==> src/design/fb_pkg.sv <==
// ******************************
// framebuffer display package
// raster timings, buffer sizes, types and palette
// ******************************

package fb_pkg;

    // 640x480 raster, syncs active low
    localparam int h_res   = 640;
    localparam int h_fp    = 16;
    localparam int h_sync  = 96;
    localparam int h_bp    = 48;
    localparam int h_total = h_res + h_fp + h_sync + h_bp;  // 800

    localparam int v_res   = 480;
    localparam int v_fp    = 10;
    localparam int v_sync  = 2;
    localparam int v_bp    = 33;
    localparam int v_total = v_res + v_fp + v_sync + v_bp;  // 525

    // buffer shown at 4x on the screen
    localparam int fb_width  = 160;
    localparam int fb_height = 120;
    localparam int fb_scale  = 4;
    localparam int fb_depth  = fb_width * fb_height;  // 19200 words

    typedef logic [9:0]  screen_coord_t;
    typedef logic [7:0]  fb_coord_t;
    typedef logic [14:0] fb_addr_t;
    typedef logic [3:0]  colour_idx_t;
    typedef logic [11:0] rgb_t;  // r in [11:8], g in [7:4], b in [3:0]

    // fixed 16 colours, entry 0 must stay black
    localparam rgb_t palette [16] = '{
        12'h000, 12'h00a, 12'h0a0, 12'h0aa, 12'ha00, 12'ha0a, 12'ha50, 12'haaa,
        12'h555, 12'h55f, 12'h5f5, 12'h5ff, 12'hf55, 12'hf5f, 12'hff5, 12'hfff
    };

endpackage

==> src/design/palette_scanout.sv <==
// ******************************
// palette scanout
// reads the buffer, maps index to colour, delays syncs
// ******************************

`timescale 1ns/10ps

module palette_scanout (
    input  logic                  clk_pix,
    input  logic                  reset,
    input  fb_pkg::screen_coord_t sx,
    input  fb_pkg::screen_coord_t sy,
    input  logic                  hsync,
    input  logic                  vsync,
    input  logic                  de,
    output fb_pkg::fb_addr_t      rd_addr,
    input  fb_pkg::colour_idx_t   rd_data,
    output logic                  vga_hsync,
    output logic                  vga_vsync,
    output logic                  vga_de,
    output fb_pkg::rgb_t          vga_rgb
);

    fb_pkg::fb_coord_t fx, fy;  // scaled-down position

    logic hsync_p1, vsync_p1, de_p1;

    assign fx = fb_pkg::fb_coord_t'(sx / fb_pkg::fb_scale);
    assign fy = fb_pkg::fb_coord_t'(sy / fb_pkg::fb_scale);

    // address 0 in blanking, keeps the index in range
    always_comb begin
        if (de) begin
            rd_addr = fb_pkg::fb_addr_t'(fy * fb_pkg::fb_width + fx);
        end else begin
            rd_addr = '0;
        end
    end

    // stage 1 lines up with the memory read
    always_ff @(posedge clk_pix) begin
        if (reset) begin
            hsync_p1 <= 1'b1;
            vsync_p1 <= 1'b1;
            de_p1    <= 1'b0;
        end else begin
            hsync_p1 <= hsync;
            vsync_p1 <= vsync;
            de_p1    <= de;
        end
    end

    // stage 2 palette lookup and output registers
    always_ff @(posedge clk_pix) begin
        if (reset) begin
            vga_hsync <= 1'b1;  // idle high
            vga_vsync <= 1'b1;
            vga_de    <= 1'b0;
            vga_rgb   <= '0;
        end else begin
            vga_hsync <= hsync_p1;
            vga_vsync <= vsync_p1;
            vga_de    <= de_p1;
            vga_rgb   <= de_p1 ? fb_pkg::palette[rd_data] : '0;  // blank outside active
        end
    end

endmodule

==> config.mk <==
export PLATFORM = sky130hd
export DESIGN_NAME = palette_scanout
export DESIGN_NICKNAME = d
export VERILOG_FILES = /design/src/design/fb_pkg.sv /design/src/design/palette_scanout.sv
export SDC_FILE = /design/constraint.sdc
export NUM_CORES = 1
export LEC_CHECK = 0
export BUFFER_PORTS_ARGS = -buffer_cell sky130_fd_sc_hd__buf_4
export CAP_MARGIN = 20
export CORE_UTILIZATION = 27
export CTS_BUF_LIST = sky130_fd_sc_hd__clkbuf_8
export CTS_CLUSTER_SIZE = 8
export DETAILED_ROUTE_END_ITERATION = 10
export GPL_TIMING_DRIVEN = 0
export PLACE_DENSITY = 0.59
export SLEW_MARGIN = 5
export SYNTH_ARGS = -nofsm -noshare
export SYNTH_HDL_FRONTEND = slang
export SYNTH_SLANG_ARGS = --single-unit
==> constraint.sdc <==
create_clock -name clk_pix -period 4.3 [get_ports clk_pix]
set_input_delay 0.645 -clock clk_pix [delete_from_list [all_inputs] [get_ports clk_pix]]
set_output_delay 0.645 -clock clk_pix [all_outputs]
set_load 0.01 [all_outputs]
# [Word-level counts from Yosys, hierarchy flattened]
# Memory sizes are Yosys's and may differ from the RTL's. A register that Yosys moved wholly into a read port is not among the register bits.
# Index checks and enable logic that the tools add are counted.
[op_classes] n_addsub=1 multipliers=1 n_mux=1 n_bitwise=2 n_reduce_logical=1
[op_table] op="$add A15 B8 Y15" count=1
[op_table] op="$mux W15" count=1
[op_table] op="$mul A8 B3 Y10 const B" count=1
[op_table] op="$not A4 Y5" count=1
[op_table] op="$reduce_or A2 Y1" count=1
[op_table] op="$not A1 Y1" count=1
[word_totals] ff_bits=6 rom_bits=192 in_bits=29 out_inout_bits=30 elab_cells=13 n_memories=1
[memory_table] memory="(name not given)" words=16 word_bits=12 read_ports=1 rd_clocked_by_memory_dff=1 write_ports=0 line_no="palette_scanout.sv:64" source="vga_rgb <= de_p1 ? fb_pkg::palette[rd_data] : '0;"

# [Logic depth before layout (Yosys ltp)]
[logic_depth] word_depth=3 depth_mapped=9 ltp_nobuf=9

# [Worst setup path after synthesis]
# No wires, ideal clock.
[synth_path] kind="input to output" start="in sy[3]" end="out rd_addr[14]" arrival_ns=2.570 required_ns=3.655 setup_slack_ns=1.085 cell_stages=9 n_path_buf=0 path_cell_list="ha_1 -> ha_1 -> inv_1 -> fa_1 -> xor2_1 -> or2_1 -> nor3_2 -> nand3b_4 -> mux2_4"
[synth_via] elab_chain_len=3
[synth_rtl] item="start: declaration" line_no="palette_scanout.sv:12" source="input fb_pkg::screen_coord_t sy,"
[synth_rtl] item="$mul A8 B3 Y10" line_no="palette_scanout.sv:34" source="rd_addr = fb_pkg::fb_addr_t'(fy * fb_pkg::fb_width + fx);"
[synth_rtl] item="$add A15 B8 Y15" line_no="palette_scanout.sv:34"
[synth_rtl] item="$mux W15" line_no="palette_scanout.sv:33" source="if (de) begin"
[synth_rtl] item="end: declaration" line_no="palette_scanout.sv:16" source="output fb_pkg::fb_addr_t rd_addr,"
# No other way between the ends.

# [Worst setup path after layout]
# Ends and elaborated chain as after synthesis.

==> summary.md <==
| Metric | Value |
|---|---|
| Die area | between 0.004 and 0.005 mm^2 |
| Drt pass-1 iters | 4 |
| Leak | 0.803 nW |
| Worst-case clock buffer depth | 2 |
| Clk Latency, worst-skew pair | about 0.23 ns |
| Routed len/inst | 11.3 um |
| Synth Instances | 120 |
| Reg clk slew, reported paths | 0.05 ns |
| Final Setup Violations | 0 |
| Initial Util | between 20 and 30% |
| Largest net degree at the start of global routing | 11 |
| Cell Count, Final, Fillers Out | 226 |
| Initial antenna violation count | 0 |
| Ant diodes | 0 |
| Fraction of the cycle the final worst path needs | 84.7% |
| EDFF count, synth | 0 |
| Post-route ant nets | 0 |
| CTS Root Buffer Type | clkbuf_8 |
| Final hold vios | 0 |
| Min-Delay Path Class | reg2reg |
| WL final | ~2500 um |
| Dpl cells | around 220 |
| Yosys Warn Count | 0 |
| Core Footprint | about 0.0037 mm^2 |
| Port bufs | 54 |
| Fin nets | 225 |
| Post-synth net total | around 170 |
| Max VDD drop | 0.0913 mV |
| Clock buffer count from CTS | 3 |
| Crit end category | output port |
| First-pass GRT wire length | 4300 um |
| Post-synthesis cell type count | 40 |
| Synthesized area | 0.00108 mm^2 |
| Sinks on Clock Net | 11 |
| Max transition margin | 71.1% |
| Post CTS Setup Buffer Count | 0 |
| Vias per std cell | around 4.6 |
| Final core utilization | a little over two fifths |
| CTS H-tree depth | 1 |
| Critical Path RT | around 3.7 ns |
| # hold bufs at CTS | 0 |
| Min Tclk post-route | 3.64 ns |
| Total Routing Usage GR | 12.6% |
| Worst Setup Path Type | in2out |
| Count leader, synth | ha_1 |
| Top cells by count, synth | ha_1, and2_1, nor2_1 |
| Setup_tns | 0 ns |
| CP startpoint kind | input pin |
| DRC | 0 |
| Overall Power | approximately 0.00040 W |
| Worst-margin pin slew | 0.431 ns |
| CP max-delay cell | fa_1 |
| Detailed Place HPWL | roughly 2200 um |
| Power density cells | 248 mW/mm^2 |
| Predominant post-synthesis flop cell | dfxtp_1 |
| Crit path arrival time | roughly 3 ns |
| Number of synthesized register bits | 11 |
| Starting DRT DRC Count | 56 |
| CP cell instances | buf_4 -> ha_1 -> ha_1 -> inv_1 -> fa_1 -> nor2b_1 -> o21ai_1 -> a311oi_1 -> nor2_1 -> mux2_4 -> buf_4 |
| Achievable Freq | 0.274 GHz |
| Largest cells by area after synthesis | dfxtp_1, ha_1, and2_1 |
| Vias in the first global route | slightly above 1000 |
| Outcome | complete, no violations |
| Max-Cap Viols | 0 |
| Row count | 22 |
| Cell Area, Placed | between 0.0015 and 0.002 mm^2 |
| Max FO, Critical Path | 4 |
| Top-Level Pins | 59 |
| Post-synth ARST share | 0% |
| Clk_skew | 0.000873 ns |
| Syn-to-layout area delta | 47.1% |
| Average size of a mapped cell | around 9 um^2 |
| Design area | 0.00160 mm^2 |
| Layout cells sized above 1 | between 40% and 50% |
| CTS tree | yes |
| # resized after CTS | 0 |
| Die Y | 65.4 um |
| Slowest stage delay, CP | a little over 0.4 ns |
| Seq/Total Area, Yosys | 20.3% |
| GRT overflow | 0 |
| Vias post-DR | 1045 |
| Slew Viols, Final | 0 |
| Post-synth top area share | 20.3% |
| Leading area contributor after synthesis | dfxtp_1 |
| Chip width | around 65 um |
| RSZ-0062 raised after global routing | false |
| GPL Wtd Cong | 0.746 |
[flip-flops by register name (all words and copies together), names as in the netlist]
name	cells
hsync_p1	1
vga_de	1
vga_rgb	5
vga_hsync	1
de_p1	1
vsync_p1	1
vga_vsync	1
[final timing paths]
check                           start                    end  slack (ns)  depth (start not counted)
setup reg to reg     de_p1$_SDFF_PP0_  vga_rgb[7]$_SDFF_PP0_        3.47                          2
hold / removal    vsync_p1$_SDFF_PP1_   vga_vsync$_SDFF_PP1_        0.41                          1
setup / recovery                sy[3]            rd_addr[14]        0.66                         11
hold reg to reg   vsync_p1$_SDFF_PP1_   vga_vsync$_SDFF_PP1_        0.41                          1
[placed cells by master (no fill, tap or decap), drive strengths merged, types with 2 or more instances in the layout]
cell type  instances
buf               61
ha                15
xnor2              5
clkbuf             4
a21o               2
dfxtp             11
nor2              12
nor4b              2
nand2              4
nor2b              3
or2                7
inv                7
o211ai             2
a311oi             2
a211oi             2
o311a              2
and2              12
o21a               3
nor3b              2
o21ai              2
xor2               2
fa                 2
[power breakdown]
group	total [W]	internal, W	switching (W)
sequential	0.000107	0.000106	0.00000123
clock	0.0000952	0.0000622	0.0000330
combinational	0.000194	0.000101	0.0000926
[kinds of logic after synthesis]
logic type / synth area share, %
DFF: 20.3
and+or+nand+nor: 26.5
buffers and inverters: 7.27
muxes: 1.38
xor gates and xnor gates: 5.65
adders and majority gates: 21.0
AOI/OAI and AO/OA: 17.9
[per-stage QoR]
step / setup slack, ns / hold slack [ns]
2_1_floorplan: 1.09 / 0.389
3_3_place_gp: 0.656 / 0.393
3_5_place_dp: 0.655 / 0.403
4_1_cts: 0.637 / 0.415
5_1_grt: 0.520 / 0.434
6_report: 0.657 / 0.409
[cell type report]
| class | count | area (um^2) |
|---|---|---|
| plain buffers | 8 | 56.3 |
| clock buffers | 3 | 41.3 |
| clock inverters | 1 | 3.75 |
| fillers | 388 | 2150 |
| inverters | 6 | 22.5 |
| multi-input cells | 95 | 786 |
| flip-flops and latches | 11 | 220 |
| well taps | 48 | 60.1 |
| repair buffers | 54 | 405 |
[metal layers]
layer | global-route usage (%) | part of all wire, % | vias up
li1 | - | - | 535
met1 | 12.5 | 38 | 471
met2 | 26.3 | 56 | 37
met3 | 2.08 | 5.2 | 2
met4 | 3.26 | 0.75 | 0
met5 | 0 | 0 | -
[worst max-delay path: cells and delay by family]
kind	cells	cell delay [ns]
and+or+nand+nor	2	0.36
adders and majority gates	3	0.86
AOI/OAI and AO/OA	2	0.52
muxes	1	0.27
buffers and inverters	3	0.33
Power figures use the tool's default switching activity.
