$ cat config.mk
export PLATFORM = sky130hd
export DESIGN_NAME = box_drawer_flat
export DESIGN_NICKNAME = d
export VERILOG_FILES = /design/src/design/fb_pkg.sv /design/src/design/pixel_write_if.sv /design/src/design/box_drawer.sv /design/src/flat_wrapper.sv
export SDC_FILE = /design/constraint.sdc
export NUM_CORES = 1
export LEC_CHECK = 0
export BUFFER_PORTS_ARGS = -buffer_cell sky130_fd_sc_hd__buf_2
export CAP_MARGIN = 25
export CORE_MARGIN = 2
export CORE_UTILIZATION = 47
export DETAILED_ROUTE_END_ITERATION = 6
export PLACE_DENSITY = 0.82
export SLEW_MARGIN = 25
export SYNTH_ARGS = -nofsm -noshare
export SYNTH_HDL_FRONTEND = slang
export SYNTH_SLANG_ARGS = --single-unit
$ cat constraint.sdc
create_clock -name clk_pix -period 2.8 [get_ports clk_pix]
set_input_delay 0.56 -clock clk_pix [delete_from_list [all_inputs] [get_ports clk_pix]]
set_output_delay 0.56 -clock clk_pix [all_outputs]
set_load 0.05 [all_outputs]
$ cat src/design/fb_pkg.sv
// ******************************
// framebuffer display package
// raster timings, buffer sizes, types and palette
// ******************************

package fb_pkg;

    // 640x480 raster, syncs active low
    localparam int h_res   = 640;
    localparam int h_fp    = 16;
    localparam int h_sync  = 96;
    localparam int h_bp    = 48;
    localparam int h_total = h_res + h_fp + h_sync + h_bp;  // 800

    localparam int v_res   = 480;
    localparam int v_fp    = 10;
    localparam int v_sync  = 2;
    localparam int v_bp    = 33;
    localparam int v_total = v_res + v_fp + v_sync + v_bp;  // 525

    // buffer shown at 4x on the screen
    localparam int fb_width  = 160;
    localparam int fb_height = 120;
    localparam int fb_scale  = 4;
    localparam int fb_depth  = fb_width * fb_height;  // 19200 words

    typedef logic [9:0]  screen_coord_t;
    typedef logic [7:0]  fb_coord_t;
    typedef logic [14:0] fb_addr_t;
    typedef logic [3:0]  colour_idx_t;
    typedef logic [11:0] rgb_t;  // r in [11:8], g in [7:4], b in [3:0]

    // fixed 16 colours, entry 0 must stay black
    localparam rgb_t palette [16] = '{
        12'h000, 12'h00a, 12'h0a0, 12'h0aa, 12'ha00, 12'ha0a, 12'ha50, 12'haaa,
        12'h555, 12'h55f, 12'h5f5, 12'h5ff, 12'hf55, 12'hf5f, 12'hff5, 12'hfff
    };

endpackage

$ cat src/design/pixel_write_if.sv
// ******************************
// pixel write bus
// valid/ready transfer of one framebuffer pixel
// ******************************

`timescale 1ns/10ps

interface pixel_write_if;

    logic                valid;  // producer has a pixel
    logic                ready;  // buffer can take it
    fb_pkg::fb_coord_t   x;
    fb_pkg::fb_coord_t   y;
    fb_pkg::colour_idx_t cidx;

    // x, y and cidx held while valid is waiting on ready
    modport producer (
        output valid, x, y, cidx,
        input  ready
    );

    modport buffer (
        input  valid, x, y, cidx,
        output ready
    );

endinterface

$ cat src/design/box_drawer.sv
// ******************************
// box drawer
// writes a rectangle outline, starting at a frame start
// ******************************

`timescale 1ns/10ps

module box_drawer (
    input  logic                  clk_pix,
    input  logic                  reset,
    input  logic                  frame,
    input  logic                  draw_start,
    input  fb_pkg::fb_coord_t     x0,
    input  fb_pkg::fb_coord_t     y0,
    input  fb_pkg::fb_coord_t     x1,
    input  fb_pkg::fb_coord_t     y1,
    input  fb_pkg::colour_idx_t   colour,
    output logic                  busy,
    pixel_write_if.producer       wr
);

    typedef enum logic [2:0] {idle, armed, top, right, left, bottom} state_t;

    state_t state;

    // latched request
    fb_pkg::fb_coord_t   bx0, by0, bx1, by1;
    fb_pkg::colour_idx_t bcol;

    // pixel on the bus
    fb_pkg::fb_coord_t   cur_x, cur_y;

    logic accept;

    assign accept = wr.valid && wr.ready;

    always_ff @(posedge clk_pix) begin
        if (reset) begin
            state <= idle;
        end else begin
            case (state)
                idle: if (draw_start) state <= armed;
                armed: if (frame) state <= top;  // wait so the frame does not tear
                top: if (accept && cur_x == bx1) state <= right;
                right: if (accept && cur_y == by1) state <= left;
                left: if (accept && cur_y == by1) state <= bottom;
                bottom: if (accept && cur_x == bx1) state <= idle;
                default: state <= idle;
            endcase
        end
    end

    // request latch and coordinate walk, moves only on an accepted write
    always_ff @(posedge clk_pix) begin
        case (state)
            idle: begin
                if (draw_start) begin
                    bx0  <= x0;
                    by0  <= y0;
                    bx1  <= x1;
                    by1  <= y1;
                    bcol <= colour;
                end
            end
            armed: begin
                cur_x <= bx0;
                cur_y <= by0;
            end
            top: begin
                if (accept && cur_x != bx1) cur_x <= cur_x + 1'b1;  // stops on the top right corner
            end
            right, left: begin
                if (accept) begin
                    if (cur_y != by1) begin
                        cur_y <= cur_y + 1'b1;
                    end else if (state == right) begin
                        cur_x <= bx0;
                        cur_y <= by0;
                    end else begin
                        cur_x <= bx0;  // bottom edge from the left
                    end
                end
            end
            bottom: begin
                if (accept && cur_x != bx1) cur_x <= cur_x + 1'b1;
            end
            default: ;
        endcase
    end

    assign busy     = (state != idle);
    assign wr.valid = (state != idle) && (state != armed);
    assign wr.x     = cur_x;
    assign wr.y     = cur_y;
    assign wr.cidx  = bcol;

endmodule

$ cat src/flat_wrapper.sv
// flat-port wrapper written by rule: the top's interface ports become plain ports
module box_drawer_flat 
  (clk_pix, reset, frame, draw_start, x0, y0, x1, y1, colour, busy, wr_valid, wr_x, wr_y, wr_cidx, wr_ready);
  pixel_write_if wr_i ();
  input  logic clk_pix;
  input  logic reset;
  input  logic frame;
  input  logic draw_start;
  input  fb_pkg::fb_coord_t x0;
  input  fb_pkg::fb_coord_t y0;
  input  fb_pkg::fb_coord_t x1;
  input  fb_pkg::fb_coord_t y1;
  input  fb_pkg::colour_idx_t colour;
  output logic busy;
  output wire logic [$bits(wr_i.valid)-1:0] wr_valid;
  output wire logic [$bits(wr_i.x)-1:0] wr_x;
  output wire logic [$bits(wr_i.y)-1:0] wr_y;
  output wire logic [$bits(wr_i.cidx)-1:0] wr_cidx;
  input wire logic [$bits(wr_i.ready)-1:0] wr_ready;
  assign wr_valid = wr_i.valid;
  assign wr_x = wr_i.x;
  assign wr_y = wr_i.y;
  assign wr_cidx = wr_i.cidx;
  assign wr_i.ready = wr_ready;
  box_drawer u_core (.clk_pix(clk_pix), .reset(reset), .frame(frame), .draw_start(draw_start), .x0(x0), .y0(y0), .x1(x1), .y1(y1), .colour(colour), .busy(busy), .wr(wr_i));
endmodule
After elaboration in Yosys (flattened, before gate mapping)

Index checks and enable logic that the tools add are counted.
W data, S select, Z words.

Register bits after elaboration: 55
Bits of input ports: 41

Equal/unequal tests: 20
Reduce and logical (&&, ||, !) cells: 15
$add $sub $neg: 2
Mux-type cells: 15

Operator list:

| cell                  | count |
|---|---|
| $mux W8               | 6 |
| $pmux W8 S3           | 1 |
| $mux W3               | 6 |
| $pmux W3 S6           | 1 |
| $add A8 B1 Y8 const B | 2 |
| $eq A8 B8 Y1          | 2 |
| $ne A8 B8 Y1          | 2 |
| $pmux W8 S2           | 1 |
| $ne A2 B1 Y1 const B  | 6 |
| $eq A3 B2 Y1 const B  | 2 |
| $eq A3 B3 Y1 const B  | 2 |
| $ne A2 B2 Y1 const B  | 3 |
| $ne A3 B1 Y1 const B  | 2 |
| $reduce_and A6 Y1     | 1 |
| $reduce_bool A3 Y1    | 2 |
| $logic_and A1 B1 Y1   | 5 |
| $reduce_and A4 Y1     | 1 |
| $reduce_or A2 Y1      | 2 |
| $eq A3 B1 Y1 const B  | 1 |
| $logic_not A3 Y1      | 1 |
| $reduce_and A3 Y1     | 1 |
| $reduce_and A2 Y1     | 1 |
| $reduce_bool A2 Y1    | 1 |

Logic depth before layout (Yosys ltp)

Depth in word-level cells: 6
Mapped depth: 6

Worst setup path before layout

OpenSTA, ideal clock, no wires.

Path type: register to register
From: register u_core.state[2]
To: register u_core.bx0[0] (enable)
Path slack: -0.378 ns
Buffers on the path: 1
Setup time: 0.429 ns
Stages on the path, launching flop included: 4
Clock period less this slack: 3.178 ns
Arrival: 2.749 ns
Cells stage by stage: dfxtp_1 > buf_2 > or3_1 > nor2_1

Longest elaborated chain between the ends: 2

Ends and longest elaborated chain:

| element                     | line             | source |
|---|---|---|
| start: declaration          | box_drawer.sv:24 | `state_t state;` |
| start signal: assignment    | box_drawer.sv:39 | `state <= idle;` |
| start signal: assignment    | box_drawer.sv:42 | `idle: if (draw_start) state <= armed;` |
| start signal: assignment    | box_drawer.sv:43 | `armed: if (frame) state <= top;` |
| $logic_not A3 Y1            | box_drawer.sv:55 | `case (state)` |
| $reduce_and A2 Y1 (no line) | n/a              |  |
| end signal: assignment      | box_drawer.sv:58 | `bx0 <= x0;` |
| end: declaration            | box_drawer.sv:27 | `fb_pkg::fb_coord_t bx0, by0, bx1, by1;` |

Every way passes these cells.
A chain may end at the register's enable or synchronous reset.

Worst setup path after layout

From: register u_core.state[2]
To: register u_core.cur_y[6] (netlist: u_core.wr.y[6]), data pin

Longest elaborated chain between the ends: 3
Elaborated cells on any way between the ends: 5

Ends and longest elaborated chain:

| element                                             | line             | source |
|---|---|---|
| $eq A3 B3 Y1 / $eq A3 B2 Y1 (equally long branches) | box_drawer.sv:55 |  |
| $reduce_or A2 Y1                                    | box_drawer.sv:55 |  |
| $pmux W8 S2 (*)                                     | box_drawer.sv:55 |  |
| end signal: assignment                              | box_drawer.sv:67 | `cur_y <= by0;` |
| end signal: assignment                              | box_drawer.sv:75 | `cur_y <= cur_y + 1'b1;` |
| end signal: assignment                              | box_drawer.sv:78 | `cur_y <= by0;` |
| end: declaration                                    | box_drawer.sv:31 | `fb_pkg::fb_coord_t cur_x, cur_y;` |

Every way passes the cells marked *; elsewhere a longest branch is shown, timed or not.

==> insert_results.sql <==
INSERT INTO impl_metrics (metric_group, metric, value, unit) VALUES
('run_status', 'run_status', 'complete, no violations', ''),
('clock_network', 'post_cts_buffers', '0', ''),
('routing', 'vias_per_cell', '4.90', ''),
('yosys', 'synth_seq_cells', '55', ''),
('yosys', 'synth.top_cell.area_share', '0.624', ''),
('critical_path', 'worst-path-max-fanout', '16', ''),
('final_layout', 'layout.nets', '284', ''),
('critical_path', 'start_kind', 'flop', ''),
('floorplanning', 'start_util', '0.490', ''),
('clock_network', 'hold_buffers', '0', ''),
('critical_path', 'crit_path_top_delay_cell', 'dfxtp_1', ''),
('grt', 'grt_pass1_vias', '1497', ''),
('critical_path', 'cpPeakStageDelay', '650', 'ps'),
('floorplanning', 'floorplan.die_area', '5920', 'um^2'),
('worst_hold_path', 'timing.hold.worst.start', 'x0[2]', ''),
('power', 'share_comb_of_total_power', '0.417', ''),
('final_layout', 'syn_to_final_growth', '21.2', '%'),
('power', 'power_density_over_the_cells', '1210', 'nW/um^2'),
('placement', 'final_weighted_congestion_of_routability_driven_global_placement', '0.780', ''),
('timing', 'fin_crit_sh', '0.790', ''),
('routing', 'route.detailed.wl_per_inst', '13.6', 'um'),
('power', 'power', '0.00366', 'W'),
('worst_hold_path', 'worst_hold_path.num_cells', '1', ''),
('timing', 'timing.final.setup_violations', '0', ''),
('routing', 'drt_first_pass_iters', '4', ''),
('grt', 'grtUsageMet2', '0.241', ''),
('timing', 'timing.fmax', '452', 'MHz'),
('power', 'net-switching-power', '0.00153', 'W'),
('critical_path', 'critPathArrivalTime', '2260', 'ps'),
('power', 'intPower', '0.00213', 'W'),
('routing', 'via_count_of_the_routed_design', '1530', ''),
('placement', 'portBuffers', '62', ''),
('yosys', 'syn_area_per_cell', '14.4', 'um^2'),
('clock_network', 'cts_max_path_buffers', '2', ''),
('timing', 'rsz0062_at_grt', 'false', ''),
('power', 'clkPwrFrac', '0.162', ''),
('yosys', 'synth_area_leaders', 'edfxtp_1 (62%), xor2_1 (7.7%), mux2_2 (4.1%)', ''),
('placement', 'dp_hpwl', '3.04', 'mm'),
('timing', 'timing.final.crit_period', '2210', 'ps'),
('yosys', 'synth.distinct_cells', '40', ''),
('routing', 'postRouteWirelength', '4.24', 'mm'),
('timing', 'final-max-slew-violation-count', '0', ''),
('grt', 'grt.total_usage', '0.152', ''),
('critical_path', 'critPathKind', 'reg2reg', ''),
('final_layout', 'antenna_cells_inserted', '0', ''),
('grt', 'remaining_global_route_overflow', '0', ''),
('critical_path', 'critPathCaptureType', 'flop', ''),
('critical_path', 'reg2reg_from', 'u_core.state[2]', ''),
('clock_network', 'clock_tree.root_cell', 'clkbuf_8', ''),
('clock_network', 'clk_transition_reported_paths', '90', 'ps'),
('grt', 'grt_max_degree', '37', ''),
('routing', 'ant_nets', '0', ''),
('worst_hold_path', 'worst_hold_path_type', 'in2reg', ''),
('timing', 'final_hold_viol_count', '0', ''),
('critical_path', 'cell_depth_of_the_worst_flop_to_flop_path', '4', ''),
('yosys', 'post-synth-top-area-cell', 'edfxtp_1', ''),
('floorplanning', 'ios', '63', ''),
('clock_network', 'cts_tree', 'built', ''),
('clock_network', 'tritoncts.num_buffers', '5', ''),
('grt', 'grt_first_pass_wirelength', '6.98', 'mm'),
('clock_network', 'cts.repair.resized', '0', ''),
('yosys', 'synth_net_count', '217', ''),
('power', 'sequential_fraction_of_design_power', '0.421', ''),
('timing', 'fin_worst_skew', '8.25', 'ps'),
('grt', 'top_usage_layer', 'met2', ''),
('yosys', 'synthesized_cell_area', '2500', 'um^2'),
('routing', 'drc_errors', '0', ''),
('power', 'total_leakage_power', '1.18', 'nW'),
('floorplanning', 'chipHeight', '77.0', 'um'),
('timing', 'tightest_slew_margin_relative_to_the_limit', '0.501', ''),
('final_layout', 'drive_above_1_share', '0.380', '');
stage by stage:
step	util	instances	setup slack, ps	hold WS [ps]
global placement	0.568	304	657	501
floorplan	-	174	227	496
finish	0.594	312	588	429
global route	0.594	312	441	412
detailed placement	0.568	304	496	508
CTS	0.594	312	606	422
kinds of logic (layout without fill, tap and decap cells):
family | after synthesis | after routing | synth area share
flip-flops | 55 | 55 | 0.648
adder cells (fa/ha/maj) | 2 | 2 | 0.0100
XOR/XNOR | 28 | 28 | 0.0980
AND/OR/NAND/NOR | 41 | 41 | 0.102
AO/OA/AOI/OAI | 28 | 28 | 0.0780
buffers and inverters | 10 | 78 | 0.0195
multiplexers | 10 | 10 | 0.0445
power by group through the flow:
stage                     sequential (W)  clock, W  combinational (W)
after floorplan                  0.00188         0           0.000837
after global placement           0.00155         0            0.00151
after detailed placement         0.00156         0            0.00154
after CTS                        0.00155  0.000613            0.00155
after global routing             0.00159  0.000641            0.00166
final                            0.00154  0.000593            0.00153
cell type report:
type	count	area, um^2
Inverter	5	18.8
Tap cell	70	87.6
Clock buffer	6	72.6
Timing Repair Buffer	65	333
Fill cell	408	2080
Multi-Input combinational cell	109	838
Sequential cell	55	1620
Clock inverter	2	60.1
worst max-delay path by stage:
stage,cells past startpoint,from,to
global route,4,u_core.state[2],u_core.wr.y[4]
finish,4,u_core.state[2],u_core.wr.y[6]
global placement,4,wr_ready,u_core.wr.y[7]
floorplan,3,u_core.state[2],u_core.bx0[0]
CTS,4,u_core.state[2],u_core.wr.y[6]
detailed placement,4,wr_ready,u_core.wr.y[5]
flip-flops by register name (all words and copies together) (netlist names):
signal / cells
u_core.wr.y: 8
u_core.wr.cidx: 4
u_core.state: 3
u_core.bx1: 8
u_core.by0: 8
u_core.by1: 8
u_core.wr.x: 8
u_core.bx0: 8
per-layer routing:
| metal | wire length [um] | vias up |
|---|---|---|
| met1 | 1920 | 696 |
| met5 | 0 | - |
| met2 | 2040 | 47 |
| met4 | 52 | 0 |
| li1 | - | 782 |
| met3 | 224 | 5 |
cells in the mapped netlist (2+ instances only):
master and count:
nand2b_1 3, and3_1 4, nor4_2 3, nand2_1 9
nand4_1 2, dfxtp_1 3, xor2_1 22, xnor2_1 6
nand3_1 9, a31oi_1 2, o21ai_0 9, mux2_2 9
inv_1 5, edfxtp_1 52, a211oi_1 2, buf_2 3
ha_1 2, a21oi_1 4, nor2_1 4
worst max-delay path, delay by kind of cell, from the launching register on:
kind             cells  cell delay, ps
flip-flops           1             650
AO/OA/AOI/OAI        1             280
multiplexers         1             380
AND/OR/NAND/NOR      2             640
placed cells by master (no fill, tap or decap), types with 2 or more instances in the layout:
| cell | synthesis | layout |
|---|---|---|
| a211oi_1 | 2 | 2 |
| a21oi_1 | 4 | 4 |
| a31oi_1 | 2 | 2 |
| and3_1 | 4 | 4 |
| buf_2 | 3 | 62 |
| buf_4 | 0 | 3 |
| bufinv_16 | 0 | 2 |
| clkbuf_8 | 0 | 5 |
| dfxtp_1 | 3 | 3 |
| edfxtp_1 | 52 | 52 |
| ha_1 | 2 | 2 |
| inv_1 | 5 | 5 |
| mux2_2 | 9 | 9 |
| nand2_1 | 9 | 9 |
| nand2b_1 | 3 | 3 |
| nand3_1 | 9 | 9 |
| nand4_1 | 2 | 2 |
| nor2_1 | 4 | 3 |
| nor4_2 | 3 | 3 |
| o21ai_0 | 9 | 8 |
| xnor2_1 | 6 | 6 |
| xor2_1 | 22 | 22 |
Note: power is estimated with default switching activity, not from simulation.
