`src/design/fb_pkg.sv`:
```
// ******************************
// framebuffer display package
// raster timings, buffer sizes, types and palette
// ******************************

package fb_pkg;

    // 640x480 raster, syncs active low
    localparam int h_res   = 640;
    localparam int h_fp    = 16;
    localparam int h_sync  = 96;
    localparam int h_bp    = 48;
    localparam int h_total = h_res + h_fp + h_sync + h_bp;  // 800

    localparam int v_res   = 480;
    localparam int v_fp    = 10;
    localparam int v_sync  = 2;
    localparam int v_bp    = 33;
    localparam int v_total = v_res + v_fp + v_sync + v_bp;  // 525

    // buffer shown at 4x on the screen
    localparam int fb_width  = 160;
    localparam int fb_height = 120;
    localparam int fb_scale  = 4;
    localparam int fb_depth  = fb_width * fb_height;  // 19200 words

    typedef logic [9:0]  screen_coord_t;
    typedef logic [7:0]  fb_coord_t;
    typedef logic [14:0] fb_addr_t;
    typedef logic [3:0]  colour_idx_t;
    typedef logic [11:0] rgb_t;  // r in [11:8], g in [7:4], b in [3:0]

    // fixed 16 colours, entry 0 must stay black
    localparam rgb_t palette [16] = '{
        12'h000, 12'h00a, 12'h0a0, 12'h0aa, 12'ha00, 12'ha0a, 12'ha50, 12'haaa,
        12'h555, 12'h55f, 12'h5f5, 12'h5ff, 12'hf55, 12'hf5f, 12'hff5, 12'hfff
    };

endpackage

```
`src/design/display_timings.sv`:
```
// ******************************
// display timings
// 640x480 counters with syncs, data enable, frame start
// ******************************

`timescale 1ns/10ps

module display_timings (
    input  logic                  clk_pix,
    input  logic                  reset,
    output fb_pkg::screen_coord_t sx,
    output fb_pkg::screen_coord_t sy,
    output logic                  hsync,
    output logic                  vsync,
    output logic                  de,
    output logic                  frame
);

    // sync windows measured from the start of the line / frame
    localparam int hs_start = fb_pkg::h_res + fb_pkg::h_fp;       // 656
    localparam int hs_end   = hs_start + fb_pkg::h_sync - 1;      // 751
    localparam int vs_start = fb_pkg::v_res + fb_pkg::v_fp;       // 490
    localparam int vs_end   = vs_start + fb_pkg::v_sync - 1;      // 491

    logic line_end;
    logic frame_end;

    assign line_end  = (sx == fb_pkg::screen_coord_t'(fb_pkg::h_total - 1));
    assign frame_end = (sy == fb_pkg::screen_coord_t'(fb_pkg::v_total - 1));

    // horizontal count, every cycle
    always_ff @(posedge clk_pix) begin
        if (reset) begin
            sx <= '0;
        end else if (line_end) begin
            sx <= '0;
        end else begin
            sx <= sx + 1'b1;
        end
    end

    // vertical count, once per line
    always_ff @(posedge clk_pix) begin
        if (reset) begin
            sy <= '0;
        end else if (line_end) begin
            if (frame_end) begin
                sy <= '0;
            end else begin
                sy <= sy + 1'b1;
            end
        end
    end

    // negative syncs
    assign hsync = ~((sx >= hs_start) && (sx <= hs_end));
    assign vsync = ~((sy >= vs_start) && (sy <= vs_end));

    assign de    = (sx < fb_pkg::h_res) && (sy < fb_pkg::v_res);
    assign frame = (sx == '0) && (sy == '0);  // one cycle per frame

endmodule

```
`config.mk`:
```
export PLATFORM = sky130hd
export DESIGN_NAME = display_timings
export DESIGN_NICKNAME = d
export VERILOG_FILES = /design/src/design/fb_pkg.sv /design/src/design/display_timings.sv
export SDC_FILE = /design/constraint.sdc
export NUM_CORES = 1
export LEC_CHECK = 0
export BUFFER_PORTS_ARGS = -buffer_cell sky130_fd_sc_hd__buf_2
export CORE_ASPECT_RATIO = 1.2
export CORE_MARGIN = 2
export CORE_UTILIZATION = 50
export CTS_CLUSTER_SIZE = 14
export DETAILED_ROUTE_END_ITERATION = 10
export PLACE_DENSITY_LB_ADDON = 0.2
export RECOVER_POWER = 50
export SYNTH_ARGS = -nofsm -noshare
export SYNTH_HDL_FRONTEND = slang
export SYNTH_SLANG_ARGS = --single-unit
```
`constraint.sdc`:
```
create_clock -name clk_pix -period 2.15 [get_ports clk_pix]
set_input_delay 0.1075 -clock clk_pix [delete_from_list [all_inputs] [get_ports clk_pix]]
set_output_delay 0.1075 -clock clk_pix [all_outputs]
set_load 0.005 [all_outputs]
```
After elaboration in Yosys (flattened, before gate mapping)

Cells that the tools add are included.

Register bits: 20
Input port bits: 2
Output and inout port bits: 24
Logic and storage cells: 22

Add/subtract/negate cells: 2
Order comparisons: 6
Equality and inequality tests: 2
Multiplexer cells: 1
Bitwise logic cells: 2
Reduce and logical (&&, ||, !) cells: 7

Operators by type and width:

| cell                    | count |
|---|---|
| $add A10 B1 Y10 const B | 2 |
| $eq A10 B10 Y1 const B  | 2 |
| $logic_not A10 Y1       | 2 |
| $ge A10 B10 Y1 const B  | 1 |
| $ge A10 B9 Y1 const B   | 1 |
| $le A10 B10 Y1 const B  | 1 |
| $le A10 B9 Y1 const B   | 1 |
| $lt A10 B10 Y1 const B  | 1 |
| $lt A10 B9 Y1 const B   | 1 |
| $mux W10                | 1 |
| $logic_and A1 B1 Y1     | 4 |
| $not A1 Y1              | 2 |
| $reduce_or A2 Y1        | 1 |

Depth between registers and ports, before layout

Gate-level depths: netlist of run 1.

Depth in word-level cells: 3
Gate-level depth with buffers: 6
Depth with buffers taken out: 5

Worst setup path after synthesis of run 1

OpenSTA, ideal clock, no wires.

Kind: reg-to-output
Start: reg sx[0]
End: out hsync
Arrival time: 1.510 ns
Path slack: 0.533 ns
Stages on the path, launching flop included: 5
Path buffers: 0
Cell sequence: dfxtp_1 ha_1 nand3_4 a32o_1 a2111o_1

Longest elaborated chain between the ends: 3

Ends and longest elaborated chain:

| what                                                    | line                  | source |
|---|---|---|
| start, declared                                         | display_timings.sv:11 | `output fb_pkg::screen_coord_t sx,` |
| start signal, assigned                                  | display_timings.sv:38 | `sx <= sx + 1'b1;` |
| $ge A10 B10 Y1 / $le A10 B10 Y1 (equally long branches) | display_timings.sv:56 | `assign hsync = ~((sx >= hs_start) && (sx <= hs_end));` |
| $logic_and A1 B1 Y1 (*)                                 | display_timings.sv:56 |  |
| $not A1 Y1 (*)                                          | display_timings.sv:56 |  |
| end, declared                                           | display_timings.sv:13 | `output logic hsync,` |

Every way passes the cells marked *; elsewhere a longest branch is shown, timed or not.

Final worst setup path of run 1

Ends and elaborated chain as after synthesis.

==> results.toml, run 1 <==
[status]
status = "complete, no violations"

[synth]
yosys_most_used_dff = "dfxtp_1"
synth_warnings = 0
synth_area_um2 = 1220
yosys-top-cells-area = "dfxtp_1 33%, xnor2_1 7.9%, ha_1 5.1%"
yosysMostFrequentCell = "dfxtp_1"
synth.net_count = 137
synth_edf_count = 0
synth_commonest_cells = "20 x dfxtp_1, 15 x nor2_1, 11 x xnor2_1"
ys_seq_area_share_pct = 32.9
ys_types = 36
netlist.top_cell.by_area = "dfxtp_1"
yosysTopAreaCellShare_pct = 32.9
syn-instance-count = 130
synth_area_per_cell_um2 = 9.36
synth_seq_cells = 20
synthArstFlopShare_pct = 0

[job]
drv_cap = 0

[place]
numPlacedInstances = 179
gp_congestion = 0.763
place_ws_ns = 0.329
dp.final_hpwl_um = 1830
port_buffers = 25

[worst_setup_path]
crit_required_ns = 2.04
crit_fanout = 9
cp.arrival_ns = 1.92
start_kind = "register"
worstSetupEndpointType = "output pin"
critPathKind = "reg2out"

[timing]
fin_crit_sh_pct = 94.4
worst_pin_slew_ns = 0.497
clock.fmax_mhz = 493
finalHoldViolCount = 0
slew_violations = 0
slew_headroom_pct = 66.9
period_minus_slack_ns = 2.03
setup_slack_ns = 0.121
rsz0062_at_grt = "no"
fin_skew_ns = 0.00620
tns_ns = 0
setup_viol = 0

[pwr]
power_mw = 0.639
leakage_nw = 0.504
peakVddDrop_mv = 0.361
powerDensity_nw_per_um2 = 467

[clocking]
cts_root_buf = "clkbuf_4"
cts_setup_buffers = 0
hold_buffers = 0
worstSkewPairLatency_ns = 0.30
cts_resized = 0
clkTransAtPathRegs_ns = 0.11
cts_buffer_depth = 2
tritoncts = "built"
cts_sinks = 20
htreeDepth = 1
cts_buffers = 3

[global_routing]
grt_overflow_total = 0
grt_pass1_wl_um = 4200
grt_max_degree = 12
grt_pass1_vias = 903
antenna_found_initial = 0
gr-usage-all-layers_pct = 19.2

[routing]
drc = 0
dr.pass1.iters = 4
maxUsedRoutingLayer = "met4"
drt_iter0_drc = 25
wl_um = 2400
routedWlPerCell_um = 13.1
drt-met1-wl_um = 1080
dr_wl_met3_um = 91
vias_per_cell = 5.25
ant_nets = 0
vias = 961
wl_met2_um = 1200

[final_layout]
area_growth_pct = 12.5
fin_nets = 160
drive_gt1_share_pct = 31.6
final_cells = 183
antenna_cells = 0

[die]
dieArea_um2 = 2850
start_util_pct = 52.8
die_h_um = 58.1
core.rowCount = 19
die_w_um = 49.0
io_pins = 26
coreArea_um2 = 2310

[min_path]
hold_path_class = "in2reg"
[cell families after synthesis]
logic type      synth area share (%)
xor+xnor                        10.1
mux                            0.822
buf+inv                         6.27
simple gates                    38.4
flops                           32.9
compound gates                  6.37
fa+ha+maj                       5.14
[placed cells by master (no fill, tap or decap), types with 2 or more instances in the layout]
master    instances
buf_2            20
dfxtp_1          18
nor2_1           15
xnor2_1          11
inv_1             7
nand3_1           7
nor2_2            7
clkbuf_1          6
nand2_1           5
nor3_1            5
nand4_1           4
ha_1              4
or3_1             3
o21ai_0           3
nor4_2            3
xor2_1            3
a21oi_2           3
clkbuf_4          3
nand3_4           2
a21o_1            2
nor4b_4           2
dfxtp_2           2
[worst max-delay path, cell delays in order (launching register included)]
cell and delay (ns):
dfxtp_2 0.39, ha_2 0.23, nand3_4 0.17, a32o_1 0.31
a2111o_1 0.39, buf_2 0.13
[worst paths after layout]
check,start,endpoint,slack (ns),cells past startpoint
worst max-delay path,sx[0],hsync,0.12,5
worst min-delay path,reset,sx[7],0.02,2
worst max register to register,sx[5],sy[0],0.31,4
worst min register to register,sx[0],sx[0],0.47,1
[sequential cells by signal, summed over array words and instances (netlist names)]
| signal | count |
|---|---|
| sy | 10 |
| sx | 10 |
[routing by layer]
layer | vias up | track usage [%]
met1 | 447 | 23.0
li1 | 489 | -
met3 | 4 | 3.09
met2 | 21 | 34.1
met5 | - | 0
met4 | 0 | 8.57
[final cells by class]
cell class | count | area, um2
Multi-Input combinational cell | 95 | 743
Fill cell | 227 | 936
Tap cell | 31 | 38.8
Timing Repair Buffer | 26 | 123
Clock buffer | 4 | 36.3
Inverter | 7 | 26.3
Sequential cell | 20 | 403
[through the flow]
stage	hold WS [ns]	instance area [um2]	util, %
after global placement	0.343	1340	58.1
after CTS	0.00886	1380	59.6
after global routing	0.0191	1370	59.4
after detailed placement	0.348	1340	58.1
final	0.0190	1370	59.4
after floorplan	0.180	1220	-
[power breakdown]
group	leakage (nW)	internal (mW)	switching, mW
Combinational	0.321	0.0166	0.0197
Sequential	0.162	0.376	0.00764
Clock	0.0210	0.103	0.116
No activity file was read; power rests on OpenSTA's default activity.
==> inputs of run 2 (changes only) <==
- CORE_UTILIZATION: 50 -> 53
==> run 2 against run 1 <==
Sequential share of layout area is 0.40 points lower. Maximum frequency is 0.21% lower. Routed wire length is 0.12% higher. Setup slack worse by 0.0042 ns. Largest cell class unchanged. Largest power group unchanged. Cell count is 0.55% higher. Worst hold slack worse by 0.012 ns. Register-to-register slack hardly changed. Global-route usage is 1.5 points higher. Via count is 2.8% higher.
==> results.toml, run 2 (synthesis results as in run 1) <==
[timing]
worst_pin_slew_ns = 0.533
tns_ns = 0
period_minus_slack_ns = 2.03
rsz0062_at_grt = "no"
setup_viol = 0
clock.fmax_mhz = 492
finalHoldViolCount = 0
slew_headroom_pct = 64.4
slew_violations = 0
fin_skew_ns = 0.00645
fin_crit_sh_pct = 94.6

[final_layout]
final_core_util_pct = 62.2
reg_top3 = "sx (10), sy (10)"
area_growth_pct = 14.1
layout_commonest_cell = "buf_2"
fillers = 216
mostFrequentLayoutCells = "19 x buf_2, 18 x dfxtp_1, 15 x nor2_1, 11 x xnor2_1, 8 x clkbuf_1"
final_cells = 184
drive_gt1_share_pct = 30.7
antenna_cells = 0
fin_nets = 161

[global_routing]
grt_pass1_wl_um = 4060
grt_overflow_total = 0
grt_pass1_vias = 940
antenna_found_initial = 0
gr-usage-all-layers_pct = 20.7
grt_max_degree = 13

[worst_setup_path]
crit_required_ns = 2.04
critPathBufInv = 1
startpoint = "sx[0]"
cp.arrival_ns = 1.93
r2r_cells = 4
start_kind = "register"
r2r_end = "sy[1]"
crit_fanout = 9
rr_startpoint = "sx[6]"
crit_family = "compound AO/OA/AOI/OAI gates"
critPathKind = "reg2out"
crit_chain = "ha_2 -> nand3_4 -> a32o_1 -> a2111o_1 -> buf_2"
reg2reg_slack_ns = 0.32
slowest_delay_ns = 0.39
critPathSlowestCell = "dfxtp_2"
worstSetupEndpointType = "output pin"

[pwr]
internal-power_mw = 0.581
peakVddDrop_mv = 0.630
powerDensity_nw_per_um2 = 524
power_frac_seq_pct = 52.7
clock_power_share_pct = 42.2
pwr-share-comb_pct = 5.1
p_sw_share_pct = 20.2
leakage_nw = 0.508
p_sw_mw = 0.147

[min_path]
whs_endpoint = "sx[7]"
hold_path_class = "in2reg"
hp-start = "reset"
hold-path-cell-count = 2

[die]
start_util_pct = 54.5
coreArea_um2 = 2230
die_h_um = 56.5
dieArea_um2 = 2700
die_w_um = 47.8
io_pins = 26
core.rowCount = 19

[clocking]
cts_root_buf = "clkbuf_4"
cts_buffer_depth = 2
cts_buffers = 3
worstSkewPairLatency_ns = 0.31
clkTransAtPathRegs_ns = 0.12
cts_sinks = 20
hold_buffers = 0
htreeDepth = 1
cts_setup_buffers = 0
tritoncts = "built"

[routing]
vias_per_cell = 5.37
ant_nets = 0
drt_iter0_drc = 11
routedWlPerCell_um = 13.1
vias = 988
dr.pass1.iters = 4
wl_um = 2400
drc = 0

[place]
gp_congestion = 0.804
port_buffers = 25
numPlacedInstances = 180
dp.final_hpwl_um = 1850

[job]
drv_cap = 0

[status]
status = "complete, no violations"
run 2: how the worst max path moves through the flow:
stage / to / slack (ns) / cells past startpoint
2_1_floorplan: hsync / 0.53 / 4
3_3_place_gp: sy[6] / 0.39 / 4
3_5_place_dp: sy[2] / 0.34 / 5
4_1_cts: hsync / 0.004 / 5
5_1_grt: hsync / 0.02 / 5
6_report: hsync / 0.12 / 5
run 2: power by group through the flow:
| stage | logic (mW) | clock network [mW] | registers [mW] |
|---|---|---|---|
| after floorplan | 0.0249 | 0 | 0.391 |
| final | 0.0370 | 0.307 | 0.384 |
| after CTS | 0.0378 | 0.318 | 0.383 |
| after global routing | 0.0426 | 0.334 | 0.385 |
| after detailed placement | 0.0373 | 0 | 0.391 |
| after global placement | 0.0367 | 0 | 0.391 |
run 2: through the flow:
step	hold WS, ns	power [mW]	cell area (um2)	setup slack, ns
6_report	0.00682	0.728	1390	0.117
5_1_grt	0.00702	0.762	1390	0.0193
4_1_cts	0.000407	0.739	1400	0.00373
3_5_place_dp	0.346	0.429	1350	0.337
3_3_place_gp	0.344	0.427	1350	0.388
2_1_floorplan	0.180	0.416	1220	0.533
run 2: layer usage:
layer | track usage (%) | wire length [um] | vias up
li1 | - | - | 493
met4 | 8.11 | 36 | 0
met5 | 0 | 0 | -
met1 | 24.0 | 1030 | 472
met2 | 35.0 | 1250 | 19
met3 | 4.50 | 92 | 4
run 2: cell type report:
type / count / area (um2) / area share (%)
Multi-Input combinational cell: 95 / 743 / 53.5
Sequential cell: 20 / 403 / 29.0
Timing Repair Buffer: 27 / 125 / 9.01
Tap cell: 31 / 38.8 / 2.79
Clock inverter: 1 / 30.0 / 2.16
Inverter: 7 / 26.3 / 1.89
Clock buffer: 3 / 22.5 / 1.62
run 2: worst register-to-register path, stage by stage (launching register included):
cell and delay (ns):
dfxtp_1 0.44, or3_4 0.42, and4b_1 0.30, a21o_1 0.47, nor2_2 0.08
run 2: what timing repair did:
item,CTS,global route
endpoints found under the setup margin,0,1
hold endpoints to repair,0,0
gates resized for setup,0,3
==> inputs of run 3 (changes only) <==
==> constraint.sdc (replaced) <==
create_clock -name clk_pix -period 2.15 [get_ports clk_pix]
set_input_delay 0.3225 -clock clk_pix [delete_from_list [all_inputs] [get_ports clk_pix]]
set_output_delay 0.3225 -clock clk_pix [all_outputs]
set_load 0.005 [all_outputs]
==> run 3 against run 2 <==
Via count down 1.5%. Register-to-register slack better by 0.16 ns. Power about the same. Cell area is 2.2% higher. Worst hold slack improved by 0.22 ns. Combinational power increased by 5%. Utilization is 1.3 points higher. First-iteration DRC count up 18%. Sequential power about the same. Global-route usage shrank 1.2 points. Largest power group unchanged. Highest routed layer unchanged.
==> results.toml, run 3 (synthesis results as in run 1) <==
[status]
status = "complete, no violations"

[die]
die_w_um = 47.8
core.rowCount = 19
start_util_pct = 54.5
die_h_um = 56.5
dieArea_um2 = 2700
io_pins = 26
coreArea_um2 = 2230

[global_routing]
grt_pass1_vias = 893
grt_max_degree = 13
antenna_found_initial = 0
grt_pass1_wl_um = 3840
gr-usage-all-layers_pct = 19.6
grt_overflow_total = 0

[place]
dp.final_hpwl_um = 1810
gp_congestion = 0.760
place_ws_ns = 0.301
port_buffers = 25

[final_layout]
area_growth_pct = 16.5
antenna_cells = 0
drive_gt1_share_pct = 32.9
ff_latch_area_um2 = 407
layout_commonest_cell = "buf_2"
multi_input_area_um2 = 753
fillers = 219
reg_top3 = "sx (10), sy (10)"
fin_nets = 163
final_core_util_pct = 63.5
mostFrequentLayoutCells = "20 x buf_2, 17 x dfxtp_1, 15 x nor2_1, 11 x xnor2_1"

[timing]
period_minus_slack_ns = 2.07
hold_ws_ns = 0.227
worst_pin_slew_ns = 0.464
fin_skew_ns = 0.0111
clock.fmax_mhz = 484
fin_crit_sh_pct = 96.2
finalHoldViolCount = 0
slew_headroom_pct = 69.1
slew_violations = 0
setup_slack_ns = 0.0826
tns_ns = 0
rsz0062_at_grt = "no"
setup_viol = 0

[clocking]
cts_root_buf = "clkbuf_4"
cts_buffers = 3
tritoncts = "built"
worstSkewPairLatency_ns = 0.30
cts_buffer_depth = 2
clkTransAtPathRegs_ns = 0.12
cts_sinks = 20
htreeDepth = 1

[job]
drv_cap = 0

[pwr]
clock_power_share_pct = 41.8
p_sw_mw = 0.146
leakage_nw = 0.523
pwr-share-comb_pct = 5.3
peakVddDrop_mv = 0.541
powerDensity_nw_per_um2 = 513
power_frac_seq_pct = 52.9
p_sw_share_pct = 20.0
internal-power_mw = 0.583

[worst_setup_path]
crit_fanout = 8
start_kind = "register"
crit_chain = "or3_4 -> and4b_1 -> and4_2 -> buf_2"
reg2reg_slack_ns = 0.48
slowest_delay_ns = 0.43
worstSetupEndpointType = "output pin"
critPathSlowestCell = "or3_4"
critPathBufInv = 1
crit_family = "simple AND/OR/NAND/NOR gates"
cp.arrival_ns = 1.74
crit_required_ns = 1.83
critPathKind = "reg2out"

[routing]
vias = 973
dr.pass1.iters = 4
vias_per_cell = 5.23
drt_iter0_drc = 13
ant_nets = 0
wl_um = 2370
routedWlPerCell_um = 12.8
drc = 0

[min_path]
hold_path_class = "in2reg"
run 3: metal layers:
layer	vias up	global-route usage [%]	share of wire [%]
met5	-	0	0
met4	0	8.88	0.89
met3	2	3.86	3.6
met2	21	31.6	50
met1	452	23.8	45
li1	498	-	-
run 3: final timing paths:
kind / from / cells past startpoint / end
worst max-delay path: sx[7] / 4 / frame
worst min-delay path: reset / 2 / sx[7]
worst max register to register: sx[5] / 5 / sy[7]
worst min register to register: sx[0] / 1 / sx[0]
run 3: worst reg2reg max path, delay by kind of cell (launching register included):
family	cells	cell delay, ns
AND/OR/NAND/NOR	3	0.93
flip-flops	1	0.33
AO/OA/AOI/OAI	1	0.13
buffers and inverters	1	0.23
run 3: power groups by stage:
| stage | registers, mW | clock network (mW) | logic, mW |
|---|---|---|---|
| 3_5_place_dp | 0.391 | 0 | 0.0385 |
| 5_1_grt | 0.386 | 0.326 | 0.0428 |
| 3_3_place_gp | 0.391 | 0 | 0.0379 |
| 2_1_floorplan | 0.391 | 0 | 0.0249 |
| 6_report | 0.385 | 0.304 | 0.0389 |
| 4_1_cts | 0.384 | 0.313 | 0.0392 |
run 3: repair_timing:
item                                    in CTS  in global routing
setup buffers                                0                  0
gates resized for setup                      3                  3
hold buffers                                 0                  0
endpoints found under the setup margin       1                  2
run 3: area by class of cell:
class | instances | share of cell area, %
clock inverters | 1 | 2.12
clock buffers | 3 | 1.59
well taps | 31 | 2.73
flip-flops and latches | 20 | 28.7
repair buffers | 29 | 9.96
inverters | 7 | 1.85
multi-input cells | 95 | 53.1
run 3: metrics by stage:
stage          cell area (um2)  power, mW  cells
6_report                  1420      0.728    186
5_1_grt                   1420      0.754    186
4_1_cts                   1420      0.736    186
3_5_place_dp              1360      0.430    182
3_3_place_gp              1360      0.428    182
2_1_floorplan             1220      0.416    130
